`config.mk`:
```
export PLATFORM = sky130hd
export DESIGN_NAME = io_timer
export DESIGN_NICKNAME = d
export VERILOG_FILES = /design/src/io_pkg.sv /design/src/io_timer.sv
export SDC_FILE = /design/constraint.sdc
export NUM_CORES = 1
export LEC_CHECK = 0
export BUFFER_PORTS_ARGS = -buffer_cell sky130_fd_sc_hd__buf_2
export CORE_AREA = 2 2 69 77
export DETAILED_ROUTE_END_ITERATION = 8
export DIE_AREA = 0 0 71 79
export PLACE_DENSITY = 0.66
export REMOVE_ABC_BUFFERS = 1
export SYNTH_ARGS = -nofsm -noshare
export SYNTH_HDL_FRONTEND = slang
export SYNTH_SLANG_ARGS = --single-unit
```
`constraint.sdc`:
```
create_clock -name CLK -period 2 [get_ports CLK]
set_input_delay 0.4 -clock CLK [delete_from_list [all_inputs] [get_ports CLK]]
set_output_delay 0.4 -clock CLK [all_outputs]
set_load 0.005 [all_outputs]
```
`src/io_pkg.sv`:
```
// bus and register types, request struct, region codes and uart state enum
`default_nettype none

package io_pkg;

	typedef logic [15:0] data_t;	// bus data word
	typedef logic [15:0] addr_t;	// cpu i/o address
	typedef logic [3:0]  reg_sel_t;	// register inside a peripheral
	typedef logic [8:0]  ram_addr_t;	// scratch-pad word address

	// bit 0 timer, bit 1 gpio, bit 2 uart; bit 0 wins
	typedef logic [2:0] irq_src_t;

	// 0 when idle, else source index + 1
	typedef logic [3:0] irq_num_t;

	// one cpu access as seen at the controller
	typedef struct packed {
		addr_t addr;
		data_t wdata;
		logic  wr;	// write strobe
		logic  rd;	// read strobe
	} io_req_t;

	// address bits 15:12
	localparam logic [3:0] REGION_UART    = 4'h0;
	localparam logic [3:0] REGION_GPIO    = 4'h1;
	localparam logic [3:0] REGION_INTC    = 4'h7;
	localparam logic [3:0] REGION_SCRATCH = 4'h8;
	localparam logic [3:0] REGION_TIMER   = 4'h9;

	typedef enum logic [1:0] {
		UART_IDLE,
		UART_START,
		UART_DATA,
		UART_STOP
	} uart_state_t;

endpackage

`default_nettype wire
```
`src/io_timer.sv`:
```
// reloadable down counter with enable and terminal-count interrupt
`default_nettype none

module io_timer
	import io_pkg::*;
(
	input  wire logic     CLK,
	input  wire logic     RSTb,
	input  wire reg_sel_t reg_sel,
	input  wire data_t    wdata,
	input  wire logic     wr,
	output data_t         rdata,
	output logic          tick_irq
);

	data_t reload;
	data_t count;
	logic  enable;	// control bit 0
	logic  wr_reload;
	logic  wr_ctrl;

	assign wr_reload = wr && (reg_sel == 4'd0);
	assign wr_ctrl   = wr && (reg_sel == 4'd1);

	always_ff @(posedge CLK) begin
		if (!RSTb) begin
			reload   <= '0;
			enable   <= 1'b0;
			count    <= '0;
			tick_irq <= 1'b0;
		end else begin
			tick_irq <= 1'b0;
			if (wr_reload) begin
				reload <= wdata;
				count  <= wdata;	// new reload takes effect at once
			end else if (wr_ctrl) begin
				enable <= wdata[0];
				count  <= reload;
			end else if (enable) begin
				if (count == '0) begin
					count    <= reload;
					tick_irq <= 1'b1;	// period is reload + 1
				end else begin
					count <= count - 1'b1;
				end
			end
		end
	end

	always_comb begin
		case (reg_sel)
			4'd0:    rdata = reload;
			4'd1:    rdata = {15'd0, enable};
			4'd2:    rdata = count;
			default: rdata = '0;
		endcase
	end

endmodule

`default_nettype wire

```
==> run metrics <==
status complete, no violations; #FFs+latches synth 34; Final Hold Viols 0; CP arrival ~2.1 ns; Core Region between 4000 and 5000 µm²; sequential-to-total area share from yosys stat between 30% and 40%; endpoints failing setup 0; critical setup path kind reg -> reg; internal cell power 1.26 mW; Worst-path clk slew around 0.070 ns; ant diodes 0; Fillers 492; clock buffer depth 2; Psw 0.582 mW; Die Area 5610 µm²; area leader, netlist dfxtp_1; mapped cell area 2010 µm²; endpoint class of the critical path flop; leak pwr 1.06 nW; dpl cells 338; Mapped Cells roughly 240; initial antenna violation count 0; layout cell share with drive strength beyond 1 32.4%; Yosys cell types 58; Area growth syn-to-layout 26.5%; vias in the first global route 1893; DRT iter0 DRCs 109; EDFF count, synth 0; Slew HR 54.3%; CTS Hold Bufs 0; Comb power frac about a third; crit path max fanout 4; CTS Sinks 34; Clk network pwr share between 20% and 30%; Final period util roughly 95%; DRT antenna net count 0; Synth top cells by count nand2_1 (38), dfxtp_1 (34), a22o_1 (15); Initial Util 41.1%; sequential power share 39.3%; Post-synth ARST share 0%; Worst-Margin Slew 0.683 ns; first-pass GRT wire length 9030 µm; routed len/inst 15.3 µm; DRT Pass-1 Iters 4; RSZ-0062 raised after global routing true; Nets between 300 and 400; synth top area cells dfxtp_1 (34%), nand2_1 (7.1%), a22o_1 (6.5%); Min Clock Period, post-route 1.90 ns; clk_lat worst skew between 0.2 and 0.3 ns; Yosys warnings 0; Global Route Usage Sum about a fifth; Critical Path RT 2.22 ns; top-area cell type share of the netlist area 33.8%; num ports 40; Max-cap violations 0; Final Max Tran Viols 0; syn_area_per_cell about 8.5 µm²; final core utilization 52.0%; fmax 526 MHz; VDD IR-drop max 0.000278 V; PD cells around 720 nW/µm²; top-count cell post-synth nand2_1; Hold Crit Class in -> reg; final std cells w/o fill ~350; CTS Buf Count 5; CTS Root Cell clkbuf_8; Synth Flop Type dfxtp_1; Sw Share 31.6%; GP Congestion 0.882; CTS tree built; clk_skew 0.00655 ns; DR vias 1945; final wirelength roughly 5300 µm; site row count 27; largest net degree at the start of global routing 21; CP startpoint kind flop; H-Tree Depth 2; post-detail-place hpwl a little under 4000 µm; DR vias/cell roughly 5.6; Die Span X 71 µm; PortBufs 39; drt drc 0; global route overflow 0; die height 79 µm
==> layout make-up <==
type	count	area (µm²)	area share, %
inverters	2	7.51	0.295
multi-input cells	181	1280	50.1
clock inverters	1	5.00	0.196
repair buffers	65	415	16.3
flip-flops and latches	34	683	26.8
clock buffers	7	86.3	3.39
well taps	58	72.6	2.85
==> power by group through the flow <==
stage / logic [mW] / registers, mW / clock network, mW
3_5_place_dp: 0.553 / 0.737 / 0
4_1_cts: 0.556 / 0.722 / 0.544
5_1_grt: 0.645 / 0.726 / 0.568
2_1_floorplan: 0.335 / 0.735 / 0
3_3_place_gp: 0.550 / 0.736 / 0
6_report: 0.587 / 0.724 / 0.531
==> repair_timing <==
item	CTS	global route
gates resized for setup	0	8
setup buffers	0	2
setup endpoints to repair	0	8
==> cell usage in the layout (no fill, tap or decap), types with 4 or more instances in the layout <==
cell type and count:
buf_2 39, nand2_1 38, dfxtp_1 32, buf_4 24, a22o_1 15, mux2i_1 11, a21oi_1 9, nor2b_1 9
a21boi_0 8, o21ai_0 7, nand3_1 6, clkbuf_8 6, nor3_1 5, nor2_1 5, xor2_1 5, a41oi_1 5
nor4_1 4, mux2_2 4, or3_1 4
==> registers in the layout, summed over array words and instances, names as in the netlist <==
register	count
count	16
enable	1
reload	16
tick_irq	1
==> path summary, 6_finish.rpt <==
path,startpoint,end,slack [ns],depth (start not counted)
hold / removal,wdata[9],reload[9],0.39,3
setup / recovery,count[0],count[12],0.1,8
setup reg to reg,count[0],count[12],0.1,8
hold reg to reg,reload[2],reload[2],0.48,2
==> layer usage <==
| metal | vias up | global-route usage [%] | routed length [µm] |
|---|---|---|---|
| li1 | 983 | - | - |
| met1 | 912 | 26.9 | 2580 |
| met2 | 44 | 33.1 | 2480 |
| met3 | 6 | 3.30 | 184 |
| met4 | 0 | 6.42 | 76 |
| met5 | - | 0 | 0 |
==> through the flow <==
stage / area [µm²] / hold WS (ns) / setup TNS (ns) / setup slack [ns] / total power [mW]
4_1_cts: 2500 / 0.388 / 0 / 0.0473 / 1.82
6_report: 2550 / 0.391 / 0 / 0.0972 / 1.84
2_1_floorplan: 1930 / 0.450 / -14.25 / -0.543 / 1.07
3_5_place_dp: 2410 / 0.475 / 0 / 0.0705 / 1.29
5_1_grt: 2550 / 0.409 / -0.00505 / -0.00505 / 1.94
3_3_place_gp: 2410 / 0.468 / 0 / 0.0951 / 1.29
==> logic make-up after synthesis <==
kind of cell    Yosys count  share of synthesized area [%]
xor+xnor                  6                           2.61
simple gates             94                           26.1
buf+inv                  21                           4.66
fa+ha+maj                 2                           1.24
mux                      15                           7.70
compound gates           64                           23.9
flops                    34                           33.8
==> worst max-delay path, cell delays in order, from the launching register on <==
cell,delay (ns)
dfxtp_2,0.34
inv_1,0.09
ha_2,0.20
nor3b_4,0.21
nand3_2,0.13
buf_4,0.18
or4_1,0.42
o21a_1,0.13
o22ai_2,0.14
No activity file was read; power rests on OpenSTA's default activity.
