<file path="src/io_pkg.sv">
// bus and register types, request struct, region codes and uart state enum
`default_nettype none

package io_pkg;

	typedef logic [15:0] data_t;	// bus data word
	typedef logic [15:0] addr_t;	// cpu i/o address
	typedef logic [3:0]  reg_sel_t;	// register inside a peripheral
	typedef logic [8:0]  ram_addr_t;	// scratch-pad word address

	// bit 0 timer, bit 1 gpio, bit 2 uart; bit 0 wins
	typedef logic [2:0] irq_src_t;

	// 0 when idle, else source index + 1
	typedef logic [3:0] irq_num_t;

	// one cpu access as seen at the controller
	typedef struct packed {
		addr_t addr;
		data_t wdata;
		logic  wr;	// write strobe
		logic  rd;	// read strobe
	} io_req_t;

	// address bits 15:12
	localparam logic [3:0] REGION_UART    = 4'h0;
	localparam logic [3:0] REGION_GPIO    = 4'h1;
	localparam logic [3:0] REGION_INTC    = 4'h7;
	localparam logic [3:0] REGION_SCRATCH = 4'h8;
	localparam logic [3:0] REGION_TIMER   = 4'h9;

	typedef enum logic [1:0] {
		UART_IDLE,
		UART_START,
		UART_DATA,
		UART_STOP
	} uart_state_t;

endpackage

`default_nettype wire
</file>
<file path="src/gpio.sv">
// output and mask registers, input synchronizer and masked rising-edge interrupt
`default_nettype none

module gpio
	import io_pkg::*;
(
	input  wire logic       CLK,
	input  wire logic       RSTb,
	input  wire reg_sel_t   reg_sel,
	input  wire data_t      wdata,
	input  wire logic       wr,
	output data_t           rdata,
	input  wire logic [5:0] pins_in,
	output logic [3:0]      pins_out,
	output logic            edge_irq
);

	logic [5:0] sync1;
	logic [5:0] sync2;	// visible in register 1
	logic [5:0] prev;	// sync2 one cycle back
	logic [5:0] mask;
	logic [5:0] rose;

	assign rose = sync2 & ~prev & mask;

	always_ff @(posedge CLK) begin
		if (!RSTb) begin
			pins_out <= '0;
			mask     <= '0;
			sync1    <= '0;
			sync2    <= '0;
			prev     <= '0;
			edge_irq <= 1'b0;
		end else begin
			sync1    <= pins_in;
			sync2    <= sync1;
			prev     <= sync2;
			edge_irq <= |rose;	// one cycle per edge
			if (wr) begin
				case (reg_sel)
					4'd0:    pins_out <= wdata[3:0];
					4'd2:    mask     <= wdata[5:0];
					default: ;
				endcase
			end
		end
	end

	always_comb begin
		case (reg_sel)
			4'd0:    rdata = {12'd0, pins_out};
			4'd1:    rdata = {10'd0, sync2};
			4'd2:    rdata = {10'd0, mask};
			default: rdata = '0;
		endcase
	end

endmodule

`default_nettype wire

</file>
<file path="config.mk">
export PLATFORM = sky130hd
export DESIGN_NAME = gpio
export DESIGN_NICKNAME = d
export VERILOG_FILES = /design/src/io_pkg.sv /design/src/gpio.sv
export SDC_FILE = /design/constraint.sdc
export NUM_CORES = 1
export LEC_CHECK = 0
export CORE_ASPECT_RATIO = 1.2
export CORE_MARGIN = 2
export CORE_UTILIZATION = 54
export DETAILED_ROUTE_END_ITERATION = 10
export DONT_BUFFER_PORTS = 1
export MAX_ROUTING_LAYER = met4
export PLACE_DENSITY = 0.83
export REMOVE_ABC_BUFFERS = 1
export SLEW_MARGIN = 0
export SYNTH_ARGS = -nofsm -noshare
export SYNTH_HDL_FRONTEND = slang
export SYNTH_SLANG_ARGS = --single-unit
</file>
<file path="constraint.sdc">
create_clock -name CLK -period 1 [get_ports CLK]
set_clock_uncertainty 0.15 [all_clocks]
set_input_delay 0 -clock CLK [delete_from_list [all_inputs] [get_ports CLK]]
set_output_delay 0 -clock CLK [all_outputs]
set_load 0.01 [all_outputs]
</file>
==> impl_metrics.tcl <==
set metrics [dict create \
    vdd_ir_drop_max_mv 1.33 \
    syn_avg_cell_area_um2 9.39 \
    cts_tree "yes" \
    via_per_inst 5.21 \
    wirelength_mm 2.66 \
    status "finished with violations" \
    hp-class "in -> reg" \
    yosysSeqAreaShare_pct 47.5 \
    grt_antenna_before_repair 0 \
    period_share_pct 136 \
    relSlewSlack_pct 48.7 \
    clkPwrFrac_pct 31.6 \
    core.rowCount 18 \
    cts_inserted_buffers 5 \
    layout_setup_ws_ns -0.356 \
    ant_nets 0 \
    slowest_stage "dfxtp_2" \
    end_kind "output pin" \
    yosys.area.top_type "dfxtp_1" \
    grt.overflow.total 0 \
    cp-start-kind "flop" \
    fin_nets 190 \
    grt_max_degree 30 \
    async_reset_ff_share_pct 0 \
    synth_area_leaders "dfxtp_1, and2_1, a21boi_1, buf_4, nand3_1" \
    clk_latency_ns 0.33 \
    holdBufCountCts 16 \
    die_area_um2 2660 \
    setup_viol 8 \
    drive_gt1_share_pct 30.2 \
    synth-edff-count 0 \
    p_int_uw 1560 \
    avgRoutedWirePerCell_um 13.9 \
    cp_slowest_stage_delay_ns 0.35 \
    dpl.cell_count 163 \
    drtPass1Iterations 4 \
    seq_area_um2 596 \
    areaGrowthSynthToFinish_pct 30.6 \
    combPwrFrac_pct 9.8 \
    power.density_nw_per_um2 1290 \
    rsz0062_at_grt "yes" \
    ctsHtreeMaxLevel 2 \
    start_util_pct 58.3 \
    n_antenna_cell 0 \
    critPathKind "reg -> out" \
    setup_tns_ns -2.00 \
    die_w_um 47.4 \
    yosys_register_bits 29 \
    gp_congestion 0.893 \
    syn-cell-area_um2 1220 \
    ioPinCount 50 \
    synth.most_common_cell "dfxtp_1" \
    ys_warn_count 0 \
    p_seq_share_pct 58.6 \
    synth_top_area_share_pct 47.5 \
    p_leak_uw 0.000664 \
    critPathArrivalTime_ns 1.21 \
    postSynthCellCount 130 \
    period_minus_slack_ns 1.36 \
    cts_root_buf "clkbuf_4" \
    stdcell_area_um2 1600 \
    fill_cells 143 \
    chipHeight_um 56.1 \
    dpl-instance-area_um2 1260 \
    crit_chain "mux2i_1, a2bb2oi_1, nor3_1, buf_4" \
    netSwitchingPower_uw 493 \
    cts_sinks 29 \
    ys.flop_type "dfxtp_1" \
    vias 1001 \
    drt-initial-drc-count 24 \
    clk_pin_slew_worst_paths_ns 0.09 \
    whs_ns -0.119 \
    multi_input_area_um2 597 \
    final_util_pct 76.2 \
    layoutNonFillerInstCount 192 \
    synth_common_cells "dfxtp_1, and2_1" \
    synth_cell_types 24 \
    slew_violations 0 \
    violations "hold timing, setup timing" \
    switching_share_pct 23.9 \
    cp.required_ns 0.85 \
    cp_max_fo 2 \
    grt_util_all_layers_pct 22.3 \
    max_clock_freq_ghz 0.737 \
    clockBufferDepth 2 \
    hold_viol 11 \
    grt_pass1_vias 985 \
    drc 0 \
    port_buffers 0 \
    drv_cap 0 \
    core_area_um2 2090 \
    grt_pass1_wl_mm 4.13 \
    worstMarginPinSlew_ns 0.770 \
]
per-layer routing:
| layer | global-route usage [%] | wire length [um] | vias up |
|---|---|---|---|
| met2 | 30.5 | 1250 | 48 |
| met1 | 28.3 | 1120 | 454 |
| met4 | 10.7 | 55 | 0 |
| met3 | 8.12 | 236 | 7 |
| li1 | - | - | 492 |
| met5 | - | 0 | - |
cells by family after synthesis:
| family | share of synthesized area [%] |
|---|---|
| AOI/OAI and AO/OA | 16.6 |
| and+or+nand+nor | 21.8 |
| DFF | 47.5 |
| other | 0.307 |
| muxes | 3.28 |
| buffers and inverters | 10.4 |
through the flow:
step                total power, uW  setup WS (ns)
global placement               1340        -0.0412
detailed placement             1340        -0.0639
floorplan                      1310         0.0123
CTS                            2060         -0.410
global route                   2150         -0.447
finish                         2060         -0.356
power groups by stage:
stage	Sequential [uW]	Clock (uW)	Combinational, uW
after floorplan	1230	0	87.2
after CTS	1200	669	183
after detailed placement	1230	0	114
final	1210	649	201
after global routing	1210	715	219
after global placement	1230	0	110
sequential cells by signal, indices dropped and copies added, names as in the netlist:
signal	cells
sync2	6
mask	6
edge_irq	1
sync1	6
prev	6
pins_out	4
what timing repair did:
| action | 4_1_cts | 5_1_grt |
|---|---|---|
| buffers inserted | 4 | 1 |
| pin swaps | 5 | 8 |
| endpoints found under the setup margin | 7 | 36 |
| endpoints found under the hold margin | 29 | 10 |
| gates resized for setup | 11 | 18 |
placed cells by master, fill, tap and decap left out, types with 3 or more instances in the layout:
cell type / instances
a21boi_1: 10
and2_1: 18
buf_4: 15
buf_6: 3
clkbuf_4: 5
conb_1: 10
dfxtp_1: 17
dfxtp_2: 12
dlygate4sd3_1: 13
dlymetal6s4s_1: 3
mux2i_1: 4
nand2_1: 4
nand3_1: 10
nor3_1: 3
nor3_2: 3
o21ai_1: 9
layout make-up:
type	count	share of cell area [%]
clock buffer	6	2.59
clock inverter	2	0.627
multi-input combinational	91	37.4
sequential	29	37.3
tap	30	2.35
timing repair buffer	34	19.7
worst paths after layout:
path	startpoint	end	slack, ns	cells past startpoint
setup / recovery	pins_out[3]	rdata[3]	-0.36	4
hold / removal	reg_sel[3]	mask[2]	-0.12	4
setup reg to reg	mask[1]	edge_irq	-0.11	4
hold reg to reg	sync1[2]	sync2[2]	0.28	1
worst max-delay path, delay by kind of cell, from the launching register on:
family / cells / cell delay, ns
buffers and inverters: 1 / 0.16
and+or+nand+nor: 1 / 0.17
DFF: 1 / 0.35
AOI/OAI and AO/OA: 1 / 0.13
muxes: 1 / 0.07
No activity file was read; power rests on OpenSTA's default activity.
