<file path="src/io_pkg.sv">
// bus and register types, request struct, region codes and uart state enum
`default_nettype none

package io_pkg;

	typedef logic [15:0] data_t;	// bus data word
	typedef logic [15:0] addr_t;	// cpu i/o address
	typedef logic [3:0]  reg_sel_t;	// register inside a peripheral
	typedef logic [8:0]  ram_addr_t;	// scratch-pad word address

	// bit 0 timer, bit 1 gpio, bit 2 uart; bit 0 wins
	typedef logic [2:0] irq_src_t;

	// 0 when idle, else source index + 1
	typedef logic [3:0] irq_num_t;

	// one cpu access as seen at the controller
	typedef struct packed {
		addr_t addr;
		data_t wdata;
		logic  wr;	// write strobe
		logic  rd;	// read strobe
	} io_req_t;

	// address bits 15:12
	localparam logic [3:0] REGION_UART    = 4'h0;
	localparam logic [3:0] REGION_GPIO    = 4'h1;
	localparam logic [3:0] REGION_INTC    = 4'h7;
	localparam logic [3:0] REGION_SCRATCH = 4'h8;
	localparam logic [3:0] REGION_TIMER   = 4'h9;

	typedef enum logic [1:0] {
		UART_IDLE,
		UART_START,
		UART_DATA,
		UART_STOP
	} uart_state_t;

endpackage

`default_nettype wire
</file>
<file path="src/uart_tx.sv">
// 8N1 transmitter with data and busy registers and an end-of-frame interrupt
`default_nettype none

module uart_tx
	import io_pkg::*;
#(
	parameter int CLOCK_FREQ = 10000000,
	parameter int BAUD_RATE  = 115200
) (
	input  wire logic     CLK,
	input  wire logic     RSTb,
	input  wire reg_sel_t reg_sel,
	input  wire data_t    wdata,
	input  wire logic     wr,
	output data_t         rdata,
	output logic          tx,
	output logic          done_irq
);

	localparam int BIT_CYCLES = CLOCK_FREQ / BAUD_RATE;
	localparam int CNT_W      = (BIT_CYCLES > 1) ? $clog2(BIT_CYCLES) : 1;

	uart_state_t    state;
	logic [CNT_W-1:0] baud_cnt;
	logic [2:0]     bit_idx;
	logic [7:0]     shift;
	logic [7:0]     last_data;
	logic           busy;
	logic           bit_end;
	logic           start_wr;

	assign busy     = (state != UART_IDLE);
	assign bit_end  = (baud_cnt == CNT_W'(BIT_CYCLES - 1));
	assign start_wr = wr && (reg_sel == 4'd0) && !busy;	// ignored while busy

	always_ff @(posedge CLK) begin
		if (!RSTb) begin
			state     <= UART_IDLE;
			tx        <= 1'b1;
			baud_cnt  <= '0;
			bit_idx   <= '0;
			last_data <= '0;
			done_irq  <= 1'b0;
		end else begin
			done_irq <= 1'b0;
			baud_cnt <= bit_end ? '0 : baud_cnt + 1'b1;
			case (state)
				UART_IDLE: if (start_wr) begin
					state     <= UART_START;
					tx        <= 1'b0;	// start bit
					baud_cnt  <= '0;
					shift     <= wdata[7:0];
					last_data <= wdata[7:0];
				end
				UART_START: if (bit_end) begin
					state   <= UART_DATA;
					tx      <= shift[0];	// lsb first
					shift   <= shift >> 1;
					bit_idx <= '0;
				end
				UART_DATA: if (bit_end) begin
					if (bit_idx == 3'd7) begin
						state <= UART_STOP;
						tx    <= 1'b1;
					end else begin
						tx      <= shift[0];
						shift   <= shift >> 1;
						bit_idx <= bit_idx + 1'b1;
					end
				end
				UART_STOP: if (bit_end) begin
					state    <= UART_IDLE;
					done_irq <= 1'b1;	// frame finished
				end
				default: state <= UART_IDLE;
			endcase
		end
	end

	always_comb begin
		case (reg_sel)
			4'd0:    rdata = {8'h00, last_data};
			4'd1:    rdata = {15'd0, busy};
			default: rdata = '0;
		endcase
	end

endmodule

`default_nettype wire

</file>
<file path="config.mk">
export PLATFORM = sky130hd
export DESIGN_NAME = uart_tx
export DESIGN_NICKNAME = d
export VERILOG_FILES = /design/src/io_pkg.sv /design/src/uart_tx.sv
export SDC_FILE = /design/constraint.sdc
export NUM_CORES = 1
export LEC_CHECK = 0
export ABC_AREA = 1
export BUFFER_PORTS_ARGS = -buffer_cell sky130_fd_sc_hd__buf_2
export CAP_MARGIN = 15
export CORE_ASPECT_RATIO = 1.2
export CORE_MARGIN = 2
export CORE_UTILIZATION = 55
export CTS_BUF_LIST = sky130_fd_sc_hd__clkbuf_8 sky130_fd_sc_hd__clkbuf_16
export CTS_CLUSTER_DIAMETER = 120
export DETAILED_ROUTE_END_ITERATION = 7
export PLACE_DENSITY = 0.83
export RECOVER_POWER = 100
export SLEW_MARGIN = 20
export SYNTH_ARGS = -nofsm -noshare
export SYNTH_HDL_FRONTEND = slang
export SYNTH_SLANG_ARGS = --single-unit
</file>
<file path="constraint.sdc">
create_clock -name CLK -period 5 [get_ports CLK]
set_input_delay 0 -clock CLK [delete_from_list [all_inputs] [get_ports CLK]]
set_output_delay 0 -clock CLK [all_outputs]
set_load 0.005 [all_outputs]
</file>
==> flow_metrics.py <==
metrics = {
    "status": {
        "status": "finished, final reports clean",
    },
    "run": {
        "maxCapViolCount": 0,
    },
    "setup_path": {
        "cp-start-kind": "flop",
        "r2r_slack_ns": 2.90,
        "path_buf_inv": 1,
        "critPathMaxStageDelay_ns": 0.51,
        "rr_endpoint": "shift[6]$_DFFE_PP_",
        "worstPathCellList": "inv_1 > ha_1 > or2_0 > nand2_1 > nand3_1 > nor2_1",
        "crit_fanout": 8,
        "crit_family": "simple AND/OR/NAND/NOR gates",
        "startpoint": "state[0]$_SDFFE_PN0P_",
        "cp_slowest_cell": "nor2_1",
        "required_ns": 4.92,
        "arrival_ns": 2.02,
        "worstSetupPathType": "reg2reg",
        "reg2reg_depth": 6,
        "endpoint_kind": "flop",
        "r2r-start": "state[0]$_SDFFE_PN0P_",
    },
    "placed_design": {
        "dpl.hpwl_um": 2040,
        "gp_congestion": 0.758,
        "io_buffers": 24,
        "dp.cells": 249,
        "placedInstanceArea_um2": 1670,
    },
    "timing": {
        "fin_crit_ns": 2.10,
        "setup_viol": 0,
        "slew-limit-headroom_pct": 57.5,
        "rsz0062_at_grt": "no",
        "holdWs_ns": 0.00371,
        "final.setup.tns_ns": 0,
        "max_freq_mhz": 476,
        "fin_skew_ns": 0.00582,
        "worst_pin_slew_ns": 0.635,
        "drv_slew": 0,
        "post-route-period-util_pct": 42.0,
        "hold_viol_final": 0,
    },
    "die": {
        "die_h_um": 62.4,
        "die_x_um": 52.7,
        "rows": 21,
        "initial_core_util_pct": 56.6,
        "core-area_um2": 2760,
        "die-area_um2": 3290,
        "io_pins": 41,
    },
    "finish": {
        "post-route-cell-area_um2": 1760,
        "final_util_pct": 63.7,
        "final_common_cell": "nand2_1",
        "final_cells": 261,
        "syn_to_final_growth_pct": 12.4,
        "nets": 259,
        "n_antenna_cell": 0,
        "drive_gt1_share_pct": 14.5,
        "final_cell_mix": "44 x nand2_1, 27 x nor2_1, 25 x inv_1, 22 x dfxtp_1, 16 x buf_2",
    },
    "clock_tree": {
        "max-clock-path-buffers": 2,
        "clock_latency_ns": 0.28,
        "htree_levels": 2,
        "cts_buffers": 5,
        "clock-sinks": 30,
        "clockRootBuffer": "clkbuf_8",
        "cts_tree": "done",
        "postCtsSetupBuffers": 0,
        "path_clk_slew_ns": 0.06,
    },
    "min_path": {
        "hp-start": "wdata[2]",
        "min_to": "shift[2]$_DFFE_PP_",
        "hold_path_depth": 3,
        "hold_class": "in2reg",
    },
    "global_routing": {
        "grt_pass1_wl_um": 4770,
        "overflow": 0,
        "grt.busiest_layer": "met2",
        "grt_usage_pct": 19.7,
        "grt_pass1_vias": 1148,
        "grt_util_met1_pct": 23.8,
        "met2_usage_pct": 30.6,
        "grt_use_met3_pct": 5.74,
        "antenna_found_initial": 0,
        "grt_max_degree": 16,
    },
    "power_and_ir_drop": {
        "peakVddDrop_v": 0.000297,
        "p_per_area_nw_per_um2": 371,
        "p_leak_nw": 0.819,
    },
    "route": {
        "drt_iter0_drc": 35,
        "wl_per_cell_um": 10.4,
        "drc_errors": 0,
        "wirelength_um": 2720,
        "vias": 1234,
        "vias_per_cell": 4.73,
        "drtPass1Iterations": 4,
        "ant_nets": 0,
    },
    "synthesis": {
        "postSynthCellCount": 195,
        "ys_warn_count": 0,
        "ys_seq_area_share_pct": 43.6,
        "ys_ff_latch": 30,
        "synth_cell_types": 27,
        "synth_area_um2": 1560,
        "syn_area_per_cell_um2": 8.01,
    },
}
==> sequential cells by signal, indices dropped and copies added, names as in the netlist <==
signal	cells
tx	1
done_irq	1
shift	8
state	2
last_data	8
baud_cnt	7
bit_idx	3
==> per-stage QoR <==
| stage | worst slack [ns] | power (mW) |
|---|---|---|
| 5_1_grt | 2.74 | 0.697 |
| 4_1_cts | 2.89 | 0.663 |
| 6_report | 2.90 | 0.651 |
| 3_5_place_dp | 2.90 | 0.481 |
| 2_1_floorplan | 3.16 | 0.443 |
| 3_3_place_gp | 2.91 | 0.474 |
==> worst max-delay path by stage <==
stage / end / slack, ns / cells after the start
6_report: shift[6]$_DFFE_PP_ / 2.90 / 6
5_1_grt: shift[6]$_DFFE_PP_ / 2.74 / 6
4_1_cts: shift[7]$_SDFFCE_PN0P_ / 2.89 / 6
3_5_place_dp: shift[7]$_SDFFCE_PN0P_ / 2.90 / 6
3_3_place_gp: shift[7]$_SDFFCE_PN0P_ / 2.91 / 6
2_1_floorplan: shift[0]$_DFFE_PP_ / 3.16 / 6
==> worst reg2reg max path: stages (launching register included) <==
cell and delay, ns:
dfxtp_1 0.38, inv_1 0.10, ha_1 0.29, or2_0 0.27
nand2_1 0.09, nand3_1 0.11, nor2_1 0.51
==> kinds of logic (layout without fill, tap and decap cells) <==
logic type	count (synthesis)	count (layout)	synth area share, %
other	1	8	0.240
AO/OA/AOI/OAI	22	22	7.53
adder cells (fa/ha/maj)	10	10	8.01
buffers and inverters	36	61	11.0
flip-flops	30	30	43.6
XOR/XNOR	3	3	1.68
AND/OR/NAND/NOR	93	93	27.9
==> area by class of cell <==
cell class	count	area, um^2
clock inverter	3	12.5
tap	34	42.5
sequential	30	681
inverter	25	93.8
fill	254	1000
timing repair buffer	28	153
multi-input combinational	136	706
clock buffer	5	68.8
==> timing repair <==
action                                 4_1_cts  5_1_grt
hold buffers                                 4        0
gates resized for setup                      0        0
endpoints found under the hold margin        4        0
==> routing by layer <==
metal / wire (um) / vias to the layer above
li1: - / 654
met1: 1290 / 550
met5: 0 / -
met3: 97 / 4
met2: 1280 / 26
met4: 50 / 0
==> cell usage after synthesis <==
| library cell | n | area share [%] |
|---|---|---|
| a21oi_1 | 10 | 3.2 |
| buf_4 | 8 | 3.8 |
| buf_6 | 1 | 0.72 |
| clkbuf_1 | 2 | 0.48 |
| conb_1 | 1 | 0.24 |
| dfxtp_1 | 22 | 28 |
| edfxtp_1 | 8 | 15 |
| ha_1 | 10 | 8.0 |
| inv_1 | 23 | 5.5 |
| inv_2 | 2 | 0.48 |
| nand2_1 | 44 | 11 |
| nand2_2 | 3 | 1.2 |
| nand3_1 | 9 | 2.9 |
| nand3_2 | 1 | 0.64 |
| nand3_4 | 1 | 1.1 |
| nor2_1 | 24 | 5.8 |
| nor2_2 | 3 | 1.2 |
| nor2_4 | 4 | 2.9 |
| nor3_1 | 1 | 0.32 |
| nor3b_1 | 2 | 0.96 |
| o211a_1 | 1 | 0.64 |
| o211ai_1 | 1 | 0.48 |
| o21ai_0 | 7 | 2.2 |
| o21ai_1 | 3 | 0.96 |
| or2_1 | 1 | 0.40 |
| xnor2_1 | 1 | 0.56 |
| xor2_1 | 2 | 1.1 |
==> where the power goes <==
part	switching [mW]	leakage, nW	total, mW	internal [mW]
clock	0.0861	0.0468	0.179	0.0933
sequential	0.0138	0.252	0.307	0.293
combinational	0.107	0.520	0.165	0.0586
total	0.207	0.819	0.651	0.445
Power figures use the tool's default switching activity.
