### src/io_pkg.sv
// bus and register types, request struct, region codes and uart state enum
`default_nettype none

package io_pkg;

	typedef logic [15:0] data_t;	// bus data word
	typedef logic [15:0] addr_t;	// cpu i/o address
	typedef logic [3:0]  reg_sel_t;	// register inside a peripheral
	typedef logic [8:0]  ram_addr_t;	// scratch-pad word address

	// bit 0 timer, bit 1 gpio, bit 2 uart; bit 0 wins
	typedef logic [2:0] irq_src_t;

	// 0 when idle, else source index + 1
	typedef logic [3:0] irq_num_t;

	// one cpu access as seen at the controller
	typedef struct packed {
		addr_t addr;
		data_t wdata;
		logic  wr;	// write strobe
		logic  rd;	// read strobe
	} io_req_t;

	// address bits 15:12
	localparam logic [3:0] REGION_UART    = 4'h0;
	localparam logic [3:0] REGION_GPIO    = 4'h1;
	localparam logic [3:0] REGION_INTC    = 4'h7;
	localparam logic [3:0] REGION_SCRATCH = 4'h8;
	localparam logic [3:0] REGION_TIMER   = 4'h9;

	typedef enum logic [1:0] {
		UART_IDLE,
		UART_START,
		UART_DATA,
		UART_STOP
	} uart_state_t;

endpackage

`default_nettype wire
### src/interrupt_controller.sv
// pending and enable registers, write-one-to-clear and priority encoder
`default_nettype none

module interrupt_controller
	import io_pkg::*;
(
	input  wire logic     CLK,
	input  wire logic     RSTb,
	input  wire reg_sel_t reg_sel,
	input  wire data_t    wdata,
	input  wire logic     wr,
	output data_t         rdata,
	input  wire irq_src_t sources,
	output irq_num_t      irq,
	output logic          interrupt
);

	irq_src_t pending;
	irq_src_t enable;
	irq_src_t active;
	irq_src_t clear;

	assign active = pending & enable;

	// ones written to register 0 clear those bits
	assign clear = (wr && (reg_sel == 4'd0)) ? wdata[2:0] : '0;

	always_ff @(posedge CLK) begin
		if (!RSTb) begin
			pending   <= '0;
			enable    <= '0;
			interrupt <= 1'b0;
		end else begin
			pending   <= (pending & ~clear) | sources;	// new pulse beats a clear
			interrupt <= |active;
			if (wr && (reg_sel == 4'd1)) begin
				enable <= wdata[2:0];
			end
		end
	end

	// lowest index wins, so scan from the top down
	always_comb begin
		irq = '0;
		for (int i = 2; i >= 0; i--) begin
			if (active[i]) begin
				irq = irq_num_t'(i + 1);
			end
		end
	end

	always_comb begin
		case (reg_sel)
			4'd0:    rdata = {13'd0, pending};
			4'd1:    rdata = {13'd0, enable};
			default: rdata = '0;
		endcase
	end

endmodule

`default_nettype wire

### config.mk
export PLATFORM = sky130hd
export DESIGN_NAME = interrupt_controller
export DESIGN_NICKNAME = d
export VERILOG_FILES = /design/src/io_pkg.sv /design/src/interrupt_controller.sv
export SDC_FILE = /design/constraint.sdc
export NUM_CORES = 1
export LEC_CHECK = 0
export BUFFER_PORTS_ARGS = -buffer_cell sky130_fd_sc_hd__buf_2
export CORE_AREA = 2 2 40 42
export CTS_CLUSTER_SIZE = 8
export DETAILED_ROUTE_END_ITERATION = 10
export DIE_AREA = 0 0 42 44
export GPL_ROUTABILITY_DRIVEN = 0
export GPL_TIMING_DRIVEN = 0
export HOLD_SLACK_MARGIN = 0.06
export PLACE_DENSITY = 0.75
export SETUP_SLACK_MARGIN = 0.5
export SYNTH_ARGS = -nofsm -noshare
export SYNTH_HDL_FRONTEND = slang
export SYNTH_SLANG_ARGS = --single-unit
### constraint.sdc
create_clock -name CLK -period 1.2 [get_ports CLK]
set_input_delay 0.06 -clock CLK [delete_from_list [all_inputs] [get_ports CLK]]
set_output_delay 0.06 -clock CLK [all_outputs]
set_load 0.02 [all_outputs]
==> reports/metrics.csv, run 1 <==
metric,value,unit
status,"complete, no violations",
Num CTS Buffers,3,
global-route wire length before repair,1.88,mm
Post-layout nets,124,
CP Class,flop to output port,
Ys Warns,0,
Gate Count Post-Synth,59,
mux contribution to synthesized area,0.124,
Tcrit/Tclk final,0.882,
"Max FO, Critical Path",4,
most common cell in the netlist,buf_4,
vias in the first global route,452,
RSZ-0062 raised after global routing,yes,
CP required,1.14,ns
die width,42,um
CTS tree,yes,
layout cells sized above 1,0.567,
"Seq/Total Area, Yosys",0.289,
drt drc,0,
most common flop cell mapped by yosys,dfxtp_1,
remaining global-route overflow,0,
placed cell count,105,
Clock Tree Root,clkbuf_4,
initial antenna violation count,0,
worst clock skew,0.00114,ns
DR pass1 iterations,4,
DR vias/cell,4.18,
htree depth,1,
GRT Total Usage,0.141,
number of DRC markers in iteration 0,4,
startpoint types,flop,
Post-synth EDFFs,0,
final non-filler cell total,113,
initial core utilization,0.341,
Longest Clk Path Bufs,2,
post-synthesis adder-cell area fraction,0,
antenna-violating nets left,0,
maxcap violations,0,
WL/cell,10.3,um
Synth area leader,dfxtp_1,
largest family of logic cells by synthesized area,buffers and inverters,
TNS Setup,0,ns
Final Hold Fails,0,
syn avg cell area,8.21,um2
area grow syn2layout,70.3,%
fin crit period,1.06,ns
Core Rows,14,
"FFs w/ async S/R, synth",0,
port bufs,16,
final setup vio count,0,
Core Area,0.00142,mm2
Synth top cells by count,"buf_4, nand2_1, dfxtp_1, mux2i_1, a21oi_1",
Netlist cell types,17,
DIE AREA,0.00185,mm2
"CTS clk-pin slew, worst paths",0.05,ns
compound-gate portion of the synthesized area,0.103,
FILL cells,134,
via count,472,
Worst-Skew Late Latency,0.25,ns
worst hold path type,input port to flop,
post-synth top area share,0.289,
Yosys reg bits,7,
leakage,0.000415,uW
WL final,1.16,mm
largest net degree at the start of global routing,11,
n_diodes,0,
r2r setup slk,0.42,ns
area of the multi-input gates,344,um2
Fmax,0.945,GHz
top post-synthesis cells by area,"dfxtp_1, buf_4, mux2i_1",
maximum VDD drop,0.000440,V
Die H,44,um
post-synthesis xor/xnor area fraction,0,
Sequential Area,159,um2
critical path data arrival time,1.00,ns
io pins,47,
TritonCTS Sinks,7,
fraction of the mapped netlist area in simple logic gates,0.225,
PD cells,788,mW/mm2
crit end category,output port,
Max Transition Viols Final,0,
mapped cell area,484,um2
## metrics by stage
stage	setup WS, ns	total power, uW	hold slack (ns)	area [um2]	utilization
finish	0.141	650	0.0911	825	0.581
detailed placement	0.196	416	0.324	684	0.482
global route	0.106	697	0.106	825	0.581
floorplan	0.450	383	0.199	584	-
CTS	0.132	659	0.0879	805	0.567
global placement	0.216	412	0.318	684	0.482
## worst max-delay path: stages, from the launching register on
cell and delay [ns]:
dfxtp_2 0.34, a22oi_2 0.22, a21oi_2 0.04, buf_2 0.16
## final cells by class
class,count,area share
Tap cell,16,0.0243
Sequential cell,7,0.193
Multi-Input combinational cell,49,0.417
Timing Repair Buffer,20,0.187
Clock buffer,4,0.0319
Buffer,17,0.147
## flip-flops by register name (all words and copies together), names as in the netlist
name,cells
pending,3
enable,3
interrupt,1
## logic make-up after synthesis
| logic type | count (synthesis) |
|---|---|
| AO/OA/AOI/OAI | 9 |
| buffers and inverters | 17 |
| flip-flops | 7 |
| multiplexers | 6 |
| other | 1 |
| AND/OR/NAND/NOR | 19 |
## worst paths after layout
| path | start | to | cells after the start |
|---|---|---|---|
| min | sources[2] | pending[2] | 3 |
| max | enable[1] | irq[1] | 3 |
| min reg2reg | enable[0] | enable[0] | 2 |
| max reg2reg | enable[1] | interrupt | 2 |
## per-layer routing
metal,wire length (um),part of all wire,up-vias,GRT usage
met5,0,0,-,0
met4,0,0,0,0.0774
met3,99,0.085,0,0.0417
met2,637,0.55,25,0.269
met1,425,0.37,203,0.134
li1,-,-,244,-
## timing repair
item                                    CTS  global route
pin swaps                                 5             2
buffers inserted                          1             0
hold buffers                              3             0
endpoints found under the hold margin     3             0
gates resized for setup                  19            10
endpoints found under the setup margin   12            12
## power by group
group	switching [uW]	leakage (uW)	internal (uW)	total [uW]
combinational	94.4	0.000339	86.4	181
clock	88.7	0.0000150	127	216
sequential	14.6	0.0000613	239	254
total	198	0.000415	452	650
## cells in the final DEF (no fill, tap or decap), drive strengths merged
cell          count
a21boi            1
buf              33
dfxtp             7
nand2            10
nand3             1
conb             15
nor2              3
dlygate4sd3       1
a22oi             1
a21oi             4
or3               1
mux2i             6
nor4b             1
nor3b             3
o21ai             3
clkbuf            5
dlymetal6s4s      2
Note: power is estimated with default switching activity, not from simulation.
==> run 2, diff against run 1 <==
- CELL_PAD_IN_SITES_DETAIL_PLACEMENT: default -> 1
- CELL_PAD_IN_SITES_GLOBAL_PLACEMENT: default -> 2
- CORE_AREA: 2 2 40 42 -> 2 2 57 59
- DIE_AREA: 0 0 42 44 -> 0 0 59 61
- PLACE_DENSITY: 0.75 -> 0.74
==> run 2 against run 1 <==
Combinational power shrank 2%. Flip-flop and latch count is the same. Utilization shrank 30 points. Register-to-register slack lost 0.03 ns. Global-route usage shrank 5.6 points. Design area grew 0.91%. Highest routed layer is now met4. Non-clock buffer count shrank 1.
==> reports/metrics.csv, run 2 (synthesis results as in run 1) <==
metric,value,unit,change
Longest Clk Path Bufs,2,,unchanged
worst clock skew,0.00632,ns,+0.00518 ns
DR pass1 iterations,4,,unchanged
via count,489,,+3.6%
n_diodes,0,,unchanged
Clock Tree Root,clkbuf_4,,
crit path launch,enable[1],,
DR vias/cell,3.79,,-9.2%
Post-layout nets,123,,-0.81%
Power Total,651,uW,+0.17%
die width,59,um,+40%
io pins,47,,unchanged
maxcap violations,0,,unchanged
top sig layer,met4,,
Die H,61,um,+39%
area of the multi-input gates,340,um2,-1.1%
Final HPWL DP,1.08,mm,
DP Area,706,um2,+3.1%
r2r setup slk,0.39,ns,-0.03 ns
Fmax,0.919,GHz,-2.7%
area grow syn2layout,71.8,%,
initial core utilization,0.164,,-0.177
largest net degree at the start of global routing,11,,unchanged
number of DRC markers in iteration 0,6,,+2
vias in the first global route,537,,+19%
WL/cell,10.3,um,+0.41%
placed cell count,122,,+16%
initial antenna violation count,0,,unchanged
worst reg2reg path startpoint,enable[1],,
PD cells,783,mW/mm2,-0.73%
drt drc,0,,unchanged
CP Class,flop to output port,,
critical path data arrival time,1.03,ns,+0.03 ns
port bufs,16,,unchanged
htree depth,1,,unchanged
most frequent cells in the layout,"buf_4, conb_1, buf_2, nand2_1, buf_6",,
"commonest non-fill, non-tap cell in the layout",buf_4,,
DIE AREA,0.00360,mm2,+95%
antenna-violating nets left,0,,unchanged
layout cells sized above 1,0.563,,-0.00451
Sequential Area,159,um2,unchanged
startpoint types,flop,,
Tcrit/Tclk final,0.907,,+0.0249
remaining global-route overflow,0,,unchanged
crit end category,output port,,
Reg-to-Reg End,interrupt,,
final setup vio count,0,,unchanged
biggest regs,"enable (3), pending (3), interrupt (1)",,
global-route wire length before repair,2.19,mm,+17%
Worst-Skew Late Latency,0.26,ns,about the same
cell area after layout,832,um2,+0.91%
routed length on met1,516,um,+21%
Hold WS,0.0498,ns,-0.0413 ns
status,"complete, no violations",,
final non-filler cell total,129,,+14%
CP endpoint,irq[1],,
Core Area,0.00295,mm2,+110%
Final Hold Fails,0,,unchanged
FILL cells,357,,+170%
maximum VDD drop,0.000252,V,-43%
met2 wire length,651,um,+2.2%
TritonCTS Sinks,7,,unchanged
"CTS clk-pin slew, worst paths",0.06,ns,about the same
TNS Setup,0,ns,unchanged
r2r worst-path depth,2,,unchanged
"Max FO, Critical Path",4,,unchanged
Max Transition Viols Final,0,,unchanged
RSZ-0062 raised after global routing,yes,,
WL final,1.33,mm,+15%
GRT Total Usage,0.0850,,-0.0556
Num CTS Buffers,3,,unchanged
fin crit period,1.09,ns,+0.0298 ns
worst hold path type,input port to flop,,
CTS tree,yes,,
leakage,0.000410,uW,-1.2%
Core Rows,20,,+6
metal3 WL,137,um,+38%
CP required,1.14,ns,about the same
[run 2: power by group]
part / internal, uW / total (uW) / switching (uW)
logic: 83.2 / 177 / 94.1
clock network: 127 / 221 / 94.1
registers: 238 / 252 / 14.6
total: 448 / 651 / 203
[run 2: area by class of cell]
type	instances	share of cell area
Buffer	17	0.146
Clock buffer	4	0.0316
Multi-Input combinational cell	49	0.409
Sequential cell	7	0.191
Tap cell	33	0.0496
Timing Repair Buffer	19	0.173
[run 2: layer usage]
layer	up-vias	GRT usage
met5	-	0
met4	0	0.0390
met3	3	0.0277
met2	28	0.156
met1	212	0.0882
li1	246	-
[run 2: worst min path at each step]
| stage | start | end | slack [ns] | cells after the start |
|---|---|---|---|---|
| finish | wdata[0] | enable[0] | 0.05 | 3 |
| global route | wdata[0] | enable[0] | 0.06 | 3 |
| CTS | wdata[0] | enable[0] | 0.06 | 3 |
| detailed placement | wdata[2] | enable[2] | 0.32 | 3 |
| global placement | wdata[2] | enable[2] | 0.32 | 3 |
| floorplan | wdata[0] | enable[0] | 0.20 | 2 |
[run 2: what timing repair did]
item	in CTS	in global routing
hold endpoints to repair	3	0
pin swaps	5	2
buffers inserted	1	0
gates resized for setup	21	6
hold buffers	2	0
setup endpoints to repair	13	13
[run 2: per-stage QoR]
stage,utilization,setup WS [ns]
6_report,0.282,0.112
2_1_floorplan,-,0.450
3_5_place_dp,0.239,0.151
5_1_grt,0.282,0.0715
3_3_place_gp,0.239,0.189
4_1_cts,0.278,0.0965
[run 2: critical path, stage by stage (launching register included)]
cell     delay (ns)
dfxtp_4        0.36
a22oi_2        0.21
a21oi_2        0.04
buf_2          0.16
==> run 3, diff against run 2 <==
- PLACE_DENSITY: 0.74 -> 0.86
==> run 3 against run 2 <==
Wire length is 1.9% lower. Fmax is 2.0% higher. Via count is 2.0% lower. First-iteration DRC count is 100% lower. Utilization is 1.3 points higher. Flip-flop and latch count stayed put.
==> reports/metrics.csv, run 3 (synthesis results as in run 1) <==
metric,value,unit,change
status,"complete, no violations",,
FILL cells,362,,+1.4%
most frequent cells in the layout,"buf_4, conb_1, buf_2, nand2_1, buf_6",,
Tcrit/Tclk final,0.889,,-0.0176
startpoint types,flop,,
layout cells sized above 1,0.588,,+0.0251
htree depth,1,,unchanged
WL final,1.31,mm,-1.9%
worst path buffer plus inverter count,1,,unchanged
vias in the first global route,502,,-6.5%
worst reg2reg path startpoint,enable[1],,
worst hold path stage count,3,,unchanged
biggest regs,"enable (3), pending (3), interrupt (1)",,
placed cell count,122,,unchanged
largest net degree at the start of global routing,11,,unchanged
antenna-violating nets left,0,,unchanged
Worst-Skew Late Latency,0.25,ns,about the same
area of the multi-input gates,355,um2,+4.4%
initial core utilization,0.164,,unchanged
global-route wire length before repair,2.15,mm,-1.9%
WL/cell,10.1,um,-2.6%
DIE AREA,0.00360,mm2,unchanged
TNS Setup,0,ns,unchanged
Post-layout nets,124,,+0.81%
number of DRC markers in iteration 0,0,,-6
r2r worst-path depth,3,,+1
fin crit period,1.07,ns,-0.0211 ns
remaining global-route overflow,0,,unchanged
Hold Path Origin,wdata[1],,
Reg-to-Reg End,interrupt,,
"CTS clk-pin slew, worst paths",0.05,ns,about the same
TritonCTS Sinks,7,,unchanged
worst slack at placement,0.157,ns,+0.00641 ns
"commonest non-fill, non-tap cell in the layout",buf_4,,
worst clock skew,0.00172,ns,-0.00460 ns
Crit path max-delay family,flip-flops,,
maximum VDD drop,0.000335,V,+33%
DP Area,706,um2,unchanged
PD cells,742,mW/mm2,-5.2%
cell area after layout,870,um2,+4.5%
Max stage delay on crit path,0.36,ns,about the same
RSZ-0062 raised after global routing,yes,,
final setup vio count,0,,unchanged
Clock Tree Root,clkbuf_4,,
Final HPWL DP,1.09,mm,+1.2%
Core Rows,20,,unchanged
critical path data arrival time,1.01,ns,-0.02 ns
CP required,1.14,ns,about the same
final non-filler cell total,130,,+0.78%
DR pass1 iterations,1,,-3
GRT Total Usage,0.0824,,-0.00258
via count,479,,-2.0%
crit end category,output port,,
initial antenna violation count,0,,unchanged
CTS tree,yes,,
DR vias/cell,3.68,,-2.8%
Longest Clk Path Bufs,2,,unchanged
Max Transition Viols Final,0,,unchanged
Die H,61,um,unchanged
leakage,0.000411,uW,+0.12%
CP cell instances,a22oi_2 -> a21oi_2 -> buf_6,,
Fmax,0.937,GHz,+2.0%
port bufs,16,,unchanged
n_diodes,0,,unchanged
Hold WS,0.0659,ns,+0.0161 ns
CP Class,flop to output port,,
"Max FO, Critical Path",4,,unchanged
worst hold path type,input port to flop,,
drt drc,0,,unchanged
io pins,47,,unchanged
Num CTS Buffers,3,,unchanged
Worst path slowest cell,dfxtp_4,,
area grow syn2layout,79.6,%,
Final Hold Fails,0,,unchanged
Core Area,0.00295,mm2,unchanged
maxcap violations,0,,unchanged
fin worst setup slack,0.133,ns,+0.0211 ns
die width,59,um,unchanged
Sequential Area,164,um2,+3.1%
Hold Path Sink,enable[1],,
r2r setup slk,0.33,ns,-0.06 ns
==> run 3: cell types whose count changed in the layout (fill, tap and decap cells not counted), sizes merged <==
cell / previous run / this run
dlymetal6s4s: 2 / 1
dlygate4sd3: 0 / 1
buf: 33 / 34
==> run 3: final cells by class <==
cell class / count / area share
timing repair buffer: 20 / 0.186
clock buffer: 4 / 0.0302
tap: 33 / 0.0475
multi-input combinational: 49 / 0.409
sequential: 7 / 0.188
buffer: 17 / 0.140
==> run 3: tightest hold or removal path, delay by kind of cell <==
kind,cells,cell delay (ns)
buffers and inverters,1,0.11
and+or+nand+nor,1,0.05
muxes,1,0.05
==> run 3: layer usage <==
| layer | track usage | up-vias | routed length [um] |
|---|---|---|---|
| met4 | 0.0390 | 0 | 0 |
| met5 | 0 | - | 0 |
| met1 | 0.0885 | 211 | 536 |
| li1 | - | 247 | - |
| met3 | 0.0235 | 0 | 98 |
| met2 | 0.149 | 21 | 672 |
==> run 3: power breakdown <==
group | total, uW | leakage (uW) | internal (uW) | switching, uW
sequential | 251 | 0.0000619 | 235 | 15.8
combinational | 183 | 0.000334 | 88.1 | 94.6
clock | 212 | 0.0000150 | 127 | 85.2
total | 645 | 0.000411 | 450 | 196
==> run 3: timing repair <==
action                                 in CTS  in global routing
hold buffers                                2                  0
pin swaps                                   2                  7
setup buffers                               1                  1
setup endpoints to repair                  13                 11
gates resized for setup                    19                 18
endpoints found under the hold margin       2                  0
==> run 3: per-stage QoR <==
| step | power (uW) | utilization |
|---|---|---|
| 6_report | 645 | 0.294 |
| 5_1_grt | 690 | 0.294 |
| 4_1_cts | 656 | 0.275 |
| 3_5_place_dp | 419 | 0.239 |
| 3_3_place_gp | 414 | 0.239 |
| 2_1_floorplan | 383 | - |
==> run 3: how the worst max path moves through the flow <==
stage | start | endpoint | slack (ns) | depth (start not counted)
6_report | enable[1] | irq[1] | 0.13 | 3
3_5_place_dp | reg_sel[1] | enable[1] | 0.16 | 4
2_1_floorplan | reg_sel[1] | enable[0] | 0.45 | 3
3_3_place_gp | reg_sel[1] | enable[0] | 0.20 | 4
4_1_cts | pending[1] | irq[1] | 0.12 | 3
5_1_grt | enable[1] | irq[1] | 0.08 | 3
